## config.mk

```make
export PLATFORM = sky130hd
export DESIGN_NAME = icache_ctrl
export DESIGN_NICKNAME = d
export VERILOG_FILES = /design/src/logic/icache_pkg.sv /design/src/logic/icache_ctrl.sv
export SDC_FILE = /design/constraint.sdc
export NUM_CORES = 1
export LEC_CHECK = 0
export ABC_CLOCK_PERIOD_IN_PS = 1700
export BUFFER_PORTS_ARGS = -buffer_cell sky130_fd_sc_hd__clkbuf_2
export CORE_AREA = 2 2 120 122
export CTS_CLUSTER_DIAMETER = 40
export CTS_CLUSTER_SIZE = 24
export DETAILED_ROUTE_END_ITERATION = 7
export DIE_AREA = 0 0 122 124
export HOLD_SLACK_MARGIN = 0.1
export PLACE_DENSITY_LB_ADDON = 0.2
export SLEW_MARGIN = 20
export SYNTH_ARGS = -nofsm -noshare
export SYNTH_HDL_FRONTEND = slang
export SYNTH_SLANG_ARGS = --single-unit
```

## constraint.sdc

```tcl
create_clock -name i_clk -period 1.7 [get_ports i_clk]
set_input_delay 0.085 -clock i_clk [delete_from_list [all_inputs] [get_ports i_clk]]
set_output_delay 0.085 -clock i_clk [all_outputs]
set_load 0.01 [all_outputs]
```

## src/logic/icache_pkg.sv

```systemverilog
// Instruction cache definitions
`default_nettype none

package icache_pkg;

  // ------------------------------
  // geometry
  // ------------------------------
  localparam int ADDR_W     = 32;  // byte address
  localparam int WORD_W     = 64;  // fetch word and bus beat
  localparam int LINE_WORDS = 4;   // words per line, beats per refill
  localparam int NUM_WAYS   = 2;
  localparam int NUM_SETS   = 64;

  // address split is tag | index | offset
  localparam int OFFSET_W   = 5;
  localparam int INDEX_W    = 6;
  localparam int TAG_W      = 21;
  localparam int WSEL_W     = 2;   // addr[4:3]

  // ------------------------------
  // controller states
  // ------------------------------
  typedef enum logic [1:0] {
    ST_IDLE   = 2'd0,  // ready for a request
    ST_LOOKUP = 2'd1,  // tag compare, hit return
    ST_RD_REQ = 2'd2,  // line read on the bus
    ST_REFILL = 2'd3   // taking the four beats
  } cache_state_e;

  // ------------------------------
  // structs
  // ------------------------------
  // request held across lookup and refill
  typedef struct packed {
    logic [TAG_W-1:0]   tag;
    logic [INDEX_W-1:0] index;
    logic [WSEL_W-1:0]  wsel;
  } req_t;

  // one refill beat written into a way
  typedef struct packed {
    logic               en;    // this way takes the beat
    logic [WSEL_W-1:0]  wsel;  // beat number
    logic [WORD_W-1:0]  data;
    logic               last;  // also write tag and valid
  } fill_t;

endpackage

`default_nettype wire

```

## src/logic/icache_ctrl.sv

```systemverilog
// Instruction cache controller
`timescale 1ns/1ps
`default_nettype none

module icache_ctrl import icache_pkg::*; (
  input  wire logic                       i_clk,
  input  wire logic                       i_rst,
  // fetch side
  input  wire logic                       i_valid,
  input  wire logic [TAG_W-1:0]           i_tag,
  input  wire logic [INDEX_W-1:0]         i_index,
  input  wire logic [OFFSET_W-1:0]        i_offset,
  output logic                            o_addr_ok,
  output logic                            o_data_ok,
  // way side
  input  wire logic                       i_hit,
  output logic                            o_refill,
  output req_t                            o_req,
  output logic [INDEX_W-1:0]              o_rd_index,
  output fill_t [NUM_WAYS-1:0]            o_fill,
  // bus side
  output logic                            o_rd_req,
  output logic [ADDR_W-1:0]               o_rd_addr,
  input  wire logic                       i_rd_rdy,
  input  wire logic                       i_ret_valid,
  input  wire logic                       i_ret_last,
  input  wire logic [WORD_W-1:0]          i_ret_data
);

  cache_state_e        state_q, state_d;
  req_t                req_q;
  logic [WSEL_W-1:0]   beat_q;     // beats taken so far
  logic                rr_q;       // way to replace next
  logic                accept;
  logic                beat;

  // ------------------------------
  // handshake
  // ------------------------------
  assign o_addr_ok = (state_q == ST_IDLE) || ((state_q == ST_LOOKUP) && i_hit);
  assign accept    = i_valid && o_addr_ok;
  assign beat      = (state_q == ST_REFILL) && i_ret_valid;

  // critical word goes out with its beat
  assign o_data_ok = ((state_q == ST_LOOKUP) && i_hit) || (beat && (beat_q == req_q.wsel));
  assign o_refill  = (state_q == ST_REFILL);

  always_comb begin
    state_d = state_q;
    case (state_q)
      ST_IDLE:   if (accept) state_d = ST_LOOKUP;
      ST_LOOKUP: begin
        if (!i_hit) begin
          state_d = ST_RD_REQ;
        end else if (!i_valid) begin
          state_d = ST_IDLE;          // stays in lookup on back-to-back hit
        end
      end
      ST_RD_REQ: if (i_rd_rdy) state_d = ST_REFILL;
      ST_REFILL: if (i_ret_valid && i_ret_last) state_d = ST_IDLE;
      default:   state_d = ST_IDLE;
    endcase
  end

  always_ff @(posedge i_clk) begin
    if (i_rst) begin
      state_q <= ST_IDLE;
      beat_q  <= '0;
      rr_q    <= 1'b0;
    end else begin
      state_q <= state_d;
      if (o_rd_req && i_rd_rdy) begin
        beat_q <= '0;
      end else if (beat) begin
        beat_q <= beat_q + 1'b1;
      end
      if (beat && i_ret_last) begin
        rr_q <= ~rr_q;                // round robin per line fill
      end
    end
  end

  // request buffer
  always_ff @(posedge i_clk) begin
    if (accept) begin
      req_q.tag   <= i_tag;
      req_q.index <= i_index;
      req_q.wsel  <= i_offset[OFFSET_W-1 -: WSEL_W];
    end
  end

  assign o_req      = req_q;
  assign o_rd_index = accept ? i_index : req_q.index;  // data array is one cycle ahead

  // ------------------------------
  // refill steering
  // ------------------------------
  always_comb begin
    for (int w = 0; w < NUM_WAYS; w++) begin
      o_fill[w].en   = beat && (int'(rr_q) == w);
      o_fill[w].wsel = beat_q;
      o_fill[w].data = i_ret_data;
      o_fill[w].last = i_ret_last;
    end
  end

  assign o_rd_req  = (state_q == ST_RD_REQ);
  assign o_rd_addr = {req_q.tag, req_q.index, {OFFSET_W{1'b0}}};  // line aligned

endmodule

`default_nettype wire

```

Word level (Yosys, flattened, before mapping)
Cells that the tools add are included.

Register bits after elaboration: 34. Word-level logic and storage cells: 38. Latch bits: 0. Bits in writable memories: 0. Bits of input ports: 103. Memory bits (read-only): 0. Memories kept: 0. Output and inout port bits: 207.

Div/mod/pow operators: 0. Multipliers: 0. Shift-type cells: 0. Eq/ne operators: 8. Mux-type cells: 7. Bitwise logic cells: 2. Reductions and logical operators: 14. Magnitude comparators: 0. Add/subtract/negate cells: 1.

Operator list (count): $mux 2 (5); $logic_and 1x1->1 (9); $pmux 2 s4 (1); $mux 6 (1); $eq 2x2->1 const B (2); $ne 2x1->1 const B (2); $reduce_and 4->1 (1); $ne 3x3->1 const B (1); $add 2x1->2 const B (1); $eq 2x1->1 const B (1); $eq 2x2->1 (1); $logic_not 2->1 (1); $logic_or 1x1->1 (2); $ne 2x2->1 const B (1); $not 1->1 (2); $reduce_or 2->1 (1).

Logic depth before layout (Yosys ltp)
Word-level depth: 6. Depth in mapped cells: 3. Depth with buffers taken out: 3.

Least setup slack after synthesis
No wires, ideal clock.

Path kind: reg2reg. Start point: reg (tool-made name). End point: reg req_q, in the netlist o_rd_addr[10], enable pin. Required time: 1.316 ns. Stages on the path, launching flop included: 4. Path slack: 0.135 ns. Data arrival time: 1.182 ns. Cells stage by stage: dfxtp_1 inv_1 nand3_4 inv_1.

RTL lines: end, declared (line icache_ctrl.sv:31) `req_t req_q;`.

Worst setup path after layout
Start point: reg state_q[0]. End point: out o_rd_index[1].

Longest elaborated chain between the ends: 5. Elaborated cells on any way between the ends: 6.

RTL lines: start, declared (line icache_ctrl.sv:30) `cache_state_e state_q, state_d;`; start signal, assigned (line icache_ctrl.sv:71) `state_q <= state_d;`; $eq 2x1->1 (line icache_ctrl.sv:40) `assign o_addr_ok = (state_q == ST_IDLE) || ((state_q == ST_LOOKUP) && i_hit);`; $logic_and 1x1->1 (line icache_ctrl.sv:40); $logic_or 1x1->1 (*) (line icache_ctrl.sv:40); $logic_and 1x1->1 (*) (line icache_ctrl.sv:41) `assign accept = i_valid && o_addr_ok;`; $mux 6 (*) (line icache_ctrl.sv:93) `assign o_rd_index = accept ? i_index : req_q.index;`; end, declared (line icache_ctrl.sv:19) `output logic [INDEX_W-1:0] o_rd_index,`.

Every way passes the cells marked *; elsewhere a longest branch is shown, timed or not.

==> summary.md <==
| Metric | Value |
|---|---|
| Required time worst endpoint | 1.62 ns |
| Wire per inst | 15.4 µm |
| Setup Buffers After CTS | 0 |
| Gr ovfl total | 0 |
| ANT cells | 0 |
| DRC viols | 0 |
| Power Dens Cells | 952 nW/µm² |
| Hold Buf Count CTS | 31 |
| Fin crit share | 93.0% |
| Sw frac | around 23% |
| Flop pwr share | 42.1% |
| EDFF count, synth | 29 |
| Asr flop ratio synth | 0% |
| IO Pins | 310 |
| P&R area growth vs syn | 1.92% |
| Initial antenna violation count | 0 |
| Final core occ | 18.3% |
| CP Launch Type | flip-flop |
| Die Y | between 100 and 150 µm |
| FF-to-FF setup slack | 0.36 ns |
| Final ANT Viol Nets | 0 |
| Synth cell types | 21 |
| Register Area | around 970 µm² |
| Register area share after synthesis | 39.3% |
| Syn Area/Cell | 10.6 µm² |
| Status | finished clean |
| CP Data Arrival Time | 1.50 ns |
| Area of the multi-input gates | 272 µm² |
| Slowest CP cell | dfxtp_1 |
| CTS buffer count | 5 |
| Buf/Inv on CP | 1 |
| Minimum clock period | 1.58 ns |
| Clock root buffer | clkbuf_16 |
| GRT Util Overall | under 10% |
| Deepest clock path buffer count | 2 |
| CTS tree | done |
| Initial drt markers | 24 |
| Max Slew Vio Count | 0 |
| Fillers | between 1500 and 2000 |
| Crit path from | state_q[0] |
| Top_reg_cell synth | edfxtp_1 |
| Yosys warnings | 0 |
| Worst skew pair latency | 0.28 ns |
| RSZ-0062 raised after global routing | false |
| HP Start | i_valid |
| Routed via count | 1263 |
| Final hold vios | 0 |
| Nets | approximately 320 |
| Row count | 43 |
| Max FO, Critical Path | 7 |
| DRT Pass-1 Iters | 4 |
| CP delay by family, top | flip-flops |
| Clock power frac | 42.7% |
| Synthesized area | 2470 µm² |
| Pleak | around 1.1 nW |
| Most frequent cells in the layout | clkbuf_2, dlygate4sd3_1, edfxtp_1, mux2_2 |
| Die Span X | ~120 µm |
| Overall power | 2.40 mW |
| Crit path cell chain | nand2b_2, nand3_4, mux2_2, clkbuf_2 |
| Maxcap violations | 0 |
| First-pass GRT wire length | 8070 µm |
| Clock-pin slew on the worst setup and hold paths | approximately 0.05 ns |
| Hold Path Class | input port to flip-flop |
| Sw power | about 560 µW |
| Core area | 13700 µm² |
| H-tree depth | 2 |
| Via density | 3.15 |
| Total Routed Length | between 6000 and 7000 µm |
| Resize count post-CTS | 0 |
| Setup TNS | 0 ns |
| Crit. End Element | output port |
| Full die area | about 15000 µm² |
| F_max | 0.633 GHz |
| Gate power share | 15.1% |
| Peak supply drop | 0.000380 V |
| Share of cells above drive strength 1 | roughly three fifths |
| Sink Count | 34 |
| Vias in the first global route | 1302 |
| Commonest non-fill, non-tap cell in the layout | clkbuf_2 |
| Largest net degree at the start of global routing | 30 |
| RD Place Congestion | about 0.67 |
| Seq cells post-synth | 34 |
| Final setup fails | 0 |
| # port buffers | between 100 and 150 |
| Int Pwr | around 1.8 mW |
| Post-Syn Instances | 232 |
| Critical path class | flip-flop to output port |
| Delay of the slowest cell on the worst path | 0.46 ns |
| DP Wirelength | 5020 µm |
| Setup Skew | 0.00566 ns |
| Initial Util | 18.0% |
==> logic make-up after synthesis <==
kind of cell / after synthesis / share of synthesized area (%)
multiplexers: 6 / 2.74
flip-flops: 34 / 39.3
AND/OR/NAND/NOR: 14 / 3.85
buffers and inverters: 167 / 50.3
XOR/XNOR: 5 / 1.77
AO/OA/AOI/OAI: 5 / 1.87
other: 1 / 0.152
==> registers in the layout (all words and copies together) (netlist names), named ones only <==
signal and cells:
beat_q 2, o_rd_addr 27, rr_q 1, state_q 1
o_req 2
==> cells in the mapped netlist, types with 2 or more instances <==
cell        n  area [µm²]
a211oi_2    2        25.0
buf_4     164        1230
dfxtp_1     5         100
edfxtp_1   29         871
inv_1       3        11.3
mux2_2      6        67.6
nand4_1     2        12.5
nor2_1      4        15.0
xor2_1      5        43.8
==> area by class of cell <==
cell class | instances | share of cell area [%]
multi-input combinational | 35 | 10.8
inverter | 3 | 0.447
sequential | 34 | 38.6
timing repair buffer | 141 | 34.8
clock inverter | 2 | 1.34
tap | 180 | 8.95
clock buffer | 6 | 5.12
==> final timing paths <==
kind                                 endpoint  depth (start not counted)
worst min-delay path               state_q[0]                          3
worst min register to register           rr_q                          2
worst max-delay path            o_rd_index[1]                          4
worst max register to register  o_rd_addr[12]                          4
==> worst register-to-register path, cell delays in order (launching register included) <==
cell and delay [ns]:
dfxtp_1 0.36, inv_1 0.16, nand3_4 0.15, inv_1 0.13, buf_12 0.22
==> metal layers <==
layer / track usage, % / wire length [µm] / vias up
met5: 0 / 0 / -
met4: 4.89 / 261 / 0
met3: 5.82 / 1140 / 32
met2: 12.6 / 3130 / 151
met1: 6.01 / 1650 / 525
li1: - / - / 555
==> power groups by stage <==
stage / Clock (mW) / Sequential, mW / Combinational [mW]
after floorplan: 0 / 1.04 / 0.483
after global placement: 0 / 1.03 / 0.315
after global routing: 1.10 / 1.02 / 0.397
final: 1.02 / 1.01 / 0.362
after CTS: 1.07 / 1.01 / 0.369
after detailed placement: 0 / 1.03 / 0.311
==> per-stage QoR <==
step           hold WS [ns]  instance area, µm²  setup WS (ns)  cells
2_1_floorplan         0.150                2480          0.135    236
3_3_place_gp          0.170                2040          0.359    362
3_5_place_dp          0.170                2040          0.357    362
4_1_cts               0.157                2520         0.0993    401
5_1_grt               0.170                2520         0.0313    401
6_report              0.157                2520          0.120    401
Power figures use the tool's default switching activity.
