--- config.mk ---
export PLATFORM = sky130hd
export DESIGN_NAME = icache_hit_merge
export DESIGN_NICKNAME = d
export VERILOG_FILES = /design/src/logic/icache_pkg.sv /design/src/logic/icache_hit_merge.sv
export SDC_FILE = /design/constraint.sdc
export NUM_CORES = 1
export LEC_CHECK = 0
export ABC_AREA = 1
export BUFFER_PORTS_ARGS = -buffer_cell sky130_fd_sc_hd__buf_2
export CAP_MARGIN = 20
export CORE_AREA = 5 5 97 99
export DETAILED_ROUTE_END_ITERATION = 8
export DIE_AREA = 0 0 102 104
export PLACE_DENSITY = 0.68
export SETUP_SLACK_MARGIN = 0.3
export SLEW_MARGIN = 20
export SYNTH_ARGS = -nofsm -noshare
export SYNTH_HDL_FRONTEND = slang
export SYNTH_SLANG_ARGS = --single-unit
--- constraint.sdc ---
create_clock -name vclk -period 1.5
set_clock_uncertainty 0.15 [all_clocks]
set_input_delay 0.3 -clock vclk [all_inputs]
set_output_delay 0.3 -clock vclk [all_outputs]
set_load 0.05 [all_outputs]
--- src/logic/icache_pkg.sv ---
// Instruction cache definitions
`default_nettype none

package icache_pkg;

  // ------------------------------
  // geometry
  // ------------------------------
  localparam int ADDR_W     = 32;  // byte address
  localparam int WORD_W     = 64;  // fetch word and bus beat
  localparam int LINE_WORDS = 4;   // words per line, beats per refill
  localparam int NUM_WAYS   = 2;
  localparam int NUM_SETS   = 64;

  // address split is tag | index | offset
  localparam int OFFSET_W   = 5;
  localparam int INDEX_W    = 6;
  localparam int TAG_W      = 21;
  localparam int WSEL_W     = 2;   // addr[4:3]

  // ------------------------------
  // controller states
  // ------------------------------
  typedef enum logic [1:0] {
    ST_IDLE   = 2'd0,  // ready for a request
    ST_LOOKUP = 2'd1,  // tag compare, hit return
    ST_RD_REQ = 2'd2,  // line read on the bus
    ST_REFILL = 2'd3   // taking the four beats
  } cache_state_e;

  // ------------------------------
  // structs
  // ------------------------------
  // request held across lookup and refill
  typedef struct packed {
    logic [TAG_W-1:0]   tag;
    logic [INDEX_W-1:0] index;
    logic [WSEL_W-1:0]  wsel;
  } req_t;

  // one refill beat written into a way
  typedef struct packed {
    logic               en;    // this way takes the beat
    logic [WSEL_W-1:0]  wsel;  // beat number
    logic [WORD_W-1:0]  data;
    logic               last;  // also write tag and valid
  } fill_t;

endpackage

`default_nettype wire

--- src/logic/icache_hit_merge.sv ---
// Instruction cache hit merge
`timescale 1ns/1ps
`default_nettype none

module icache_hit_merge import icache_pkg::*; (
  input  wire logic [NUM_WAYS-1:0]              i_hit,
  input  wire logic [NUM_WAYS-1:0][WORD_W-1:0]  i_word,
  input  wire logic [WORD_W-1:0]                i_ret_data,
  input  wire logic                             i_refill,
  output logic                                  o_hit,
  output logic [WORD_W-1:0]                     o_rdata
);

  logic [WORD_W-1:0] hit_word;

  assign o_hit = |i_hit;

  // at most one way hits, so and-or is enough
  always_comb begin
    hit_word = '0;
    for (int w = 0; w < NUM_WAYS; w++) begin
      hit_word = hit_word | ({WORD_W{i_hit[w]}} & i_word[w]);
    end
  end

  assign o_rdata = i_refill ? i_ret_data : hit_word;  // bus beat during refill

endmodule

`default_nettype wire

* Yosys cells after proc, flatten, opt, wreduce, memory -nomap -nowiden *
Index checks and enable logic that the tools add are counted.

word-level totals
  bits in registers = 0

operators by class
  multiplexer cells = 1
  bitwise logic cells = 3
  reduce and logical (&&, ||, !) cells = 1

operator list
  cell                count
  AND 64 bit          2
  two-way mux 64 bit  1
  OR 64 bit           1
  OR reduction 2 bit  1

* Longest topological paths before layout *
Gate-level depths: netlist of the first run.

  depth in word-level cells = 3
  depth in mapped cells = 6

* Worst setup path after synthesis of the first run *
No wires, ideal clock.

  path type = in2out
  start = in i_hit[0]
  end = out o_rdata[13]
  buffers on the path = 2
  stages on the path = 6
  setup slack = -0.005 ns
  data arrival time = 1.055 ns
  data required time = 1.050 ns
  cell sequence = buf_4 > buf_4 > nand2_1 > nand2_1 > nand2_1 > nand2_1

on the way
  word-level cells in the longest chain between the ends = 3

RTL lines
  element             line                    source
  start: declaration  icache_hit_merge.sv:6   input wire logic [NUM_WAYS-1:0] i_hit,
  AND 64 bit          icache_hit_merge.sv:22  hit_word = hit_word | ({WORD_W{i_hit[w]}} & i_word[w]);
  OR 64 bit           icache_hit_merge.sv:22
  two-way mux 64 bit  icache_hit_merge.sv:26  assign o_rdata = i_refill ? i_ret_data : hit_word;
  end: declaration    icache_hit_merge.sv:11  output logic [WORD_W-1:0] o_rdata

No other way between the ends.

* Final worst setup path of the first run *
  start = in i_hit[1]
  end = out o_rdata[5]

The elaborated chain is that of the path after synthesis.

==> run_results.csv, run 1 <==
group,metric,value,unit
outcome,outcome,"finished clean",
synth,yosysMostFrequentCell,"nand2_1",
critical_path,crit_fanout,8,
pwr,p_int,1.10,mW
pwr,switching_power,1.39,mW
finish,final_nets,879,
critical_path,cpMostUsedCell,"nand2_2",
critical_path,crit_type,"primary input to primary output",
placed_design,dp_hpwl,7870,um
synth,synthesis.instances,413,
pwr,p_comb_frac,1.000,
sta,max_freq,674,MHz
critical_path,required,1050,ps
sta,finalMaxSlewViolations,0,
routing,drtIter0Drc,133,
sta,setup-violations-final,0,
placed_design,portBuffers,260,
global_routing,grt_antenna_before_repair,0,
synth,ys_seq_area_frac,0,
sta,finalHoldViolCount,0,
routing,wire_per_inst,16.9,um
finish,final_util,0.669,
global_routing,grt_start_max_net_pins,36,
placed_design,gp_congestion,0.838,
critical_path,crit_path_start_kind,"primary input",
finish,flops_and_latches,0,
routing,first_pass_iters,5,
global_routing,grtUsageTotal,0.207,
critical_path,crit_arrival,1030,ps
floorplan,die_h,104,um
critical_path,crit_chain,"buf_16 > clkbuf_16 > nand2_2 > nand2_1 > nand2_2 > nand2_4 > buf_8",
routing,drc,0,
finish,antenna_cells,0,
synth,yosys.area.top_type_share,0.890,
synth,syn_area_per_cell,3.92,um2
critical_path,cp_num_cells,7,
sta,tns,0,ps
routing,finalWirelength,13300,um
critical_path,worstSetupEndpointType,"primary output",
pwr,p_total,2.49,mW
pwr,power.density,439,nW/um2
placed_design,dp_worst_setup_slack,-217,ps
routing,vias,3666,
critical_path,critPathMaxStageDelay,180,ps
synth,ys_warn_count,0,
synth,syn_area,1620,um2
critical_path,path_buf_inv,3,
critical_path,critPathTopFamily,"buffers and inverters",
synth,syn-num-nets,608,
sta,setup_slack,15.9,ps
clock_network,ctsHoldBuffers,0,
worst_hold_path,worst_hold_path_type,"primary input to primary output",
synth,synth_area_leader_cell,"nand2_1",
job,drv_cap,0,
floorplan,io_pins,260,
finish,syn2layout_area_growth,250,%
sta,final.min_clock_period,1480,ps
worst_hold_path,hold_depth,4,
global_routing,grt_pass1_wl,17900,um
sta,fin_crit_sh,0.989,
routing,antenna_left,0,
pwr,ir_drop,0.272,mV
pwr,clkPwrFrac,0,
sta,rsz0062_at_grt,"yes",
finish,nClkBuffers,0,
finish,area.sequential,0,um2
global_routing,grt_overflow,0,
routing,viasPerCell,4.64,
sta,worst_pin_slew,160,ps
floorplan,rows,34,
pwr,p_seq_frac,0,
floorplan,dieArea,10600,um2
finish,layout-drive-gt1-share,0.808,
floorplan,die_w,102,um
floorplan,core-area,8470,um2
pwr,swShare,0.557,
floorplan,initial_core_util,0.191,
critical_path,critical_path.slowest_cell,"clkbuf_16",
synth,synthTopCellsByArea,"nand2_1, buf_4, buf_2, or2_1, inv_2",
pwr,p_leak,3.23,nW
sta,max_slew_margin,0.893,
synth,yosys-top-cells-count,"nand2_1, buf_2, buf_4, inv_2, or2_1",
synth,yosys.cell_types.count,5,
global_routing,grt_pass1_vias,3758,
## layout make-up
cell class | instances | area [um2]
Timing Repair Buffer | 295 | 2790
Inverter | 1 | 16.3
Multi-Input combinational cell | 385 | 2720
Fill cell | 659 | 2800
Tap cell | 108 | 135
Timing Repair inverter | 1 | 6.26
## per-layer routing
metal  wire length (um)  up-vias  track usage  part of all wire
li1                   -     1767            -                 -
met1               4400     1673        0.219              0.33
met2               7460      186        0.404              0.56
met3               1010       40       0.0362             0.076
met4                479        0       0.0572             0.036
met5                  0        -            0                 0
## cell families (layout without fill, tap and decap cells)
family | count (synthesis) | after routing | share of synthesized area
AND/OR/NAND/NOR | 385 | 385 | 0.894
buffers and inverters | 28 | 297 | 0.106
## power groups by stage
stage	sequential (mW)	clock (mW)	combinational, mW
after CTS	0	0	2.21
after global placement	0	0	1.60
after detailed placement	0	0	1.62
after floorplan	0	0	1.17
final	0	0	2.49
after global routing	0	0	2.61
## path summary, 6_finish.rpt
check | startpoint | to | slack (ps)
worst max-delay path | i_hit[1] | o_rdata[5] | 20
worst min-delay path | i_ret_data[23] | o_rdata[23] | 800
## cells in the final DEF (no fill, tap or decap), types with 2 or more instances in the layout
| cell type | synthesis | layout |
|---|---|---|
| buf_12 | 0 | 11 |
| buf_6 | 0 | 2 |
| nand2_1 | 384 | 131 |
| buf_4 | 13 | 3 |
| clkbuf_16 | 0 | 7 |
| buf_2 | 14 | 192 |
| nand2_4 | 0 | 127 |
| buf_8 | 0 | 65 |
| buf_16 | 0 | 15 |
| nand2_2 | 0 | 126 |
## repair_timing
item	4_1_cts	5_1_grt
pin swaps	18	95
gates resized for setup	268	180
hold endpoints to repair	0	0
cloned	13	7
buffers inserted	3	0
setup endpoints to repair	65	65
## per-stage QoR
step | hold WS, ps | instances | instance area, um2
final | 796 | 790 | 5670
after global routing | 807 | 790 | 5670
after CTS | 786 | 783 | 4890
after detailed placement | 867 | 767 | 3650
after global placement | 862 | 767 | 3650
after floorplan | 618 | 413 | 2310
Power figures use the tool's default switching activity.
==> run 2, diff against run 1 <==
--- a/config.mk
+++ b/config.mk
@@ -11,7 +11,7 @@
 export CORE_AREA = 5 5 97 99
 export DETAILED_ROUTE_END_ITERATION = 8
 export DIE_AREA = 0 0 102 104
-export PLACE_DENSITY = 0.68
+export PLACE_DENSITY = 0.67
 export SETUP_SLACK_MARGIN = 0.3
 export SLEW_MARGIN = 20
 export SYNTH_ARGS = -nofsm -noshare
==> run 2 against run 1 <==
Against the previous run:
- worst hold slack worse by 18 ps
- maximum frequency about the same
- design area increased by 3.3%
- highest routed layer is now met5
- first-iteration DRC count down 27%
==> run_results.csv, run 2 (synthesis results as in run 1) <==
group,metric,value,unit
global_routing,grtUsageTotal,0.214,
placed_design,dp_hpwl,7880,um
routing,finalWirelength,14900,um
floorplan,die_h,104,um
critical_path,crit_path_start_kind,"primary input",
placed_design,place_area,3630,um2
routing,wire_per_inst,18.9,um
finish,final_nets,876,
finish,nClkBuffers,0,
finish,design_area,5850,um2
pwr,ir_drop,0.266,mV
critical_path,required,1050,ps
floorplan,die_w,102,um
sta,setup_slack,15.4,ps
finish,multi_input_area,2880,um2
sta,finalMaxSlewViolations,0,
finish,layout_common_cells,"buf_2, nand2_2, nand2_4, nand2_1, buf_8",
placed_design,dp_worst_setup_slack,-161,ps
finish,syn2layout_area_growth,262,%
sta,rsz0062_at_grt,"yes",
worst_hold_path,hold_depth,4,
sta,fin_hold_ws,779,ps
sta,fin_crit_sh,0.990,
pwr,p_leak,3.31,nW
global_routing,grt_antenna_before_repair,2,
finish,layout_commonest_cell,"buf_2",
floorplan,initial_core_util,0.191,
sta,max_slew_margin,0.894,
finish,layout-drive-gt1-share,0.862,
outcome,outcome,"finished clean",
sta,final.min_clock_period,1480,ps
floorplan,io_pins,260,
critical_path,crit_type,"primary input to primary output",
global_routing,grt_pass1_vias,3779,
sta,worst_pin_slew,159,ps
critical_path,crit_arrival,1030,ps
job,drv_cap,0,
routing,viasPerCell,4.76,
pwr,power.density,439,nW/um2
sta,setup-violations-final,0,
routing,drc,0,
sta,finalHoldViolCount,0,
worst_hold_path,worst_hold_path_type,"primary input to primary output",
global_routing,grt_overflow,0,
critical_path,worstSetupEndpointType,"primary output",
routing,first_pass_iters,4,
floorplan,rows,34,
global_routing,grt_pass1_wl,18400,um
routing,drtIter0Drc,97,
global_routing,grt_start_max_net_pins,34,
placed_design,gp_congestion,0.863,
floorplan,core-area,8470,um2
routing,vias,3750,
worst_hold_path,min_from,"i_ret_data[44]",
finish,flops_and_latches,0,
sta,tns,0,ps
pwr,p_total,2.57,mW
critical_path,crit_fanout,8,
worst_hold_path,hold_end,"o_rdata[44]",
routing,antenna_left,0,
sta,max_freq,674,MHz
finish,stdcell_count,787,
clock_network,ctsHoldBuffers,0,
placed_design,dp.cells,763,
finish,area.sequential,0,um2
finish,nFillCells,610,
finish,final_util,0.691,
finish,antenna_cells,0,
placed_design,portBuffers,260,
floorplan,dieArea,10600,um2
[run 2: how the worst max path moves through the flow]
| stage | from | endpoint | slack (ps) |
|---|---|---|---|
| floorplan | i_hit[1] | o_hit | 200 |
| global placement | i_refill | o_rdata[5] | -140 |
| detailed placement | i_refill | o_rdata[8] | -160 |
| CTS | i_refill | o_rdata[32] | -50 |
| global route | i_hit[0] | o_rdata[11] | -30 |
| finish | i_hit[1] | o_rdata[0] | 20 |
[run 2: repair_timing]
action,CTS,global route
gates resized for setup,291,204
setup buffers,2,0
cloned,14,8
setup endpoints to repair,65,65
pin swaps,27,80
[run 2: cell type report]
cell class         count  share of cell area
multi-input cells    385               0.491
well taps            108              0.0231
repair buffers       293               0.480
inverters              1             0.00513
[run 2: worst max-delay path, stage by stage]
cell and delay [ps]:
clkbuf_16 150, buf_16 160, nand2_1 60, nand2_1 80, nand2_4 90, nand2_4 50, buf_8 140
[run 2: layer usage]
layer  global-route usage  vias up  share of wire
li1                     -     1765              -
met1                0.227     1729           0.34
met2                0.411      222           0.54
met3               0.0516       30           0.10
met4               0.0534        4          0.019
met5                    0        -         0.0013
[run 2: report_power, final]
part           internal [mW]  total [mW]  switching, mW
clock                      0           0              0
sequential                 0           0              0
combinational           1.12        2.57           1.45
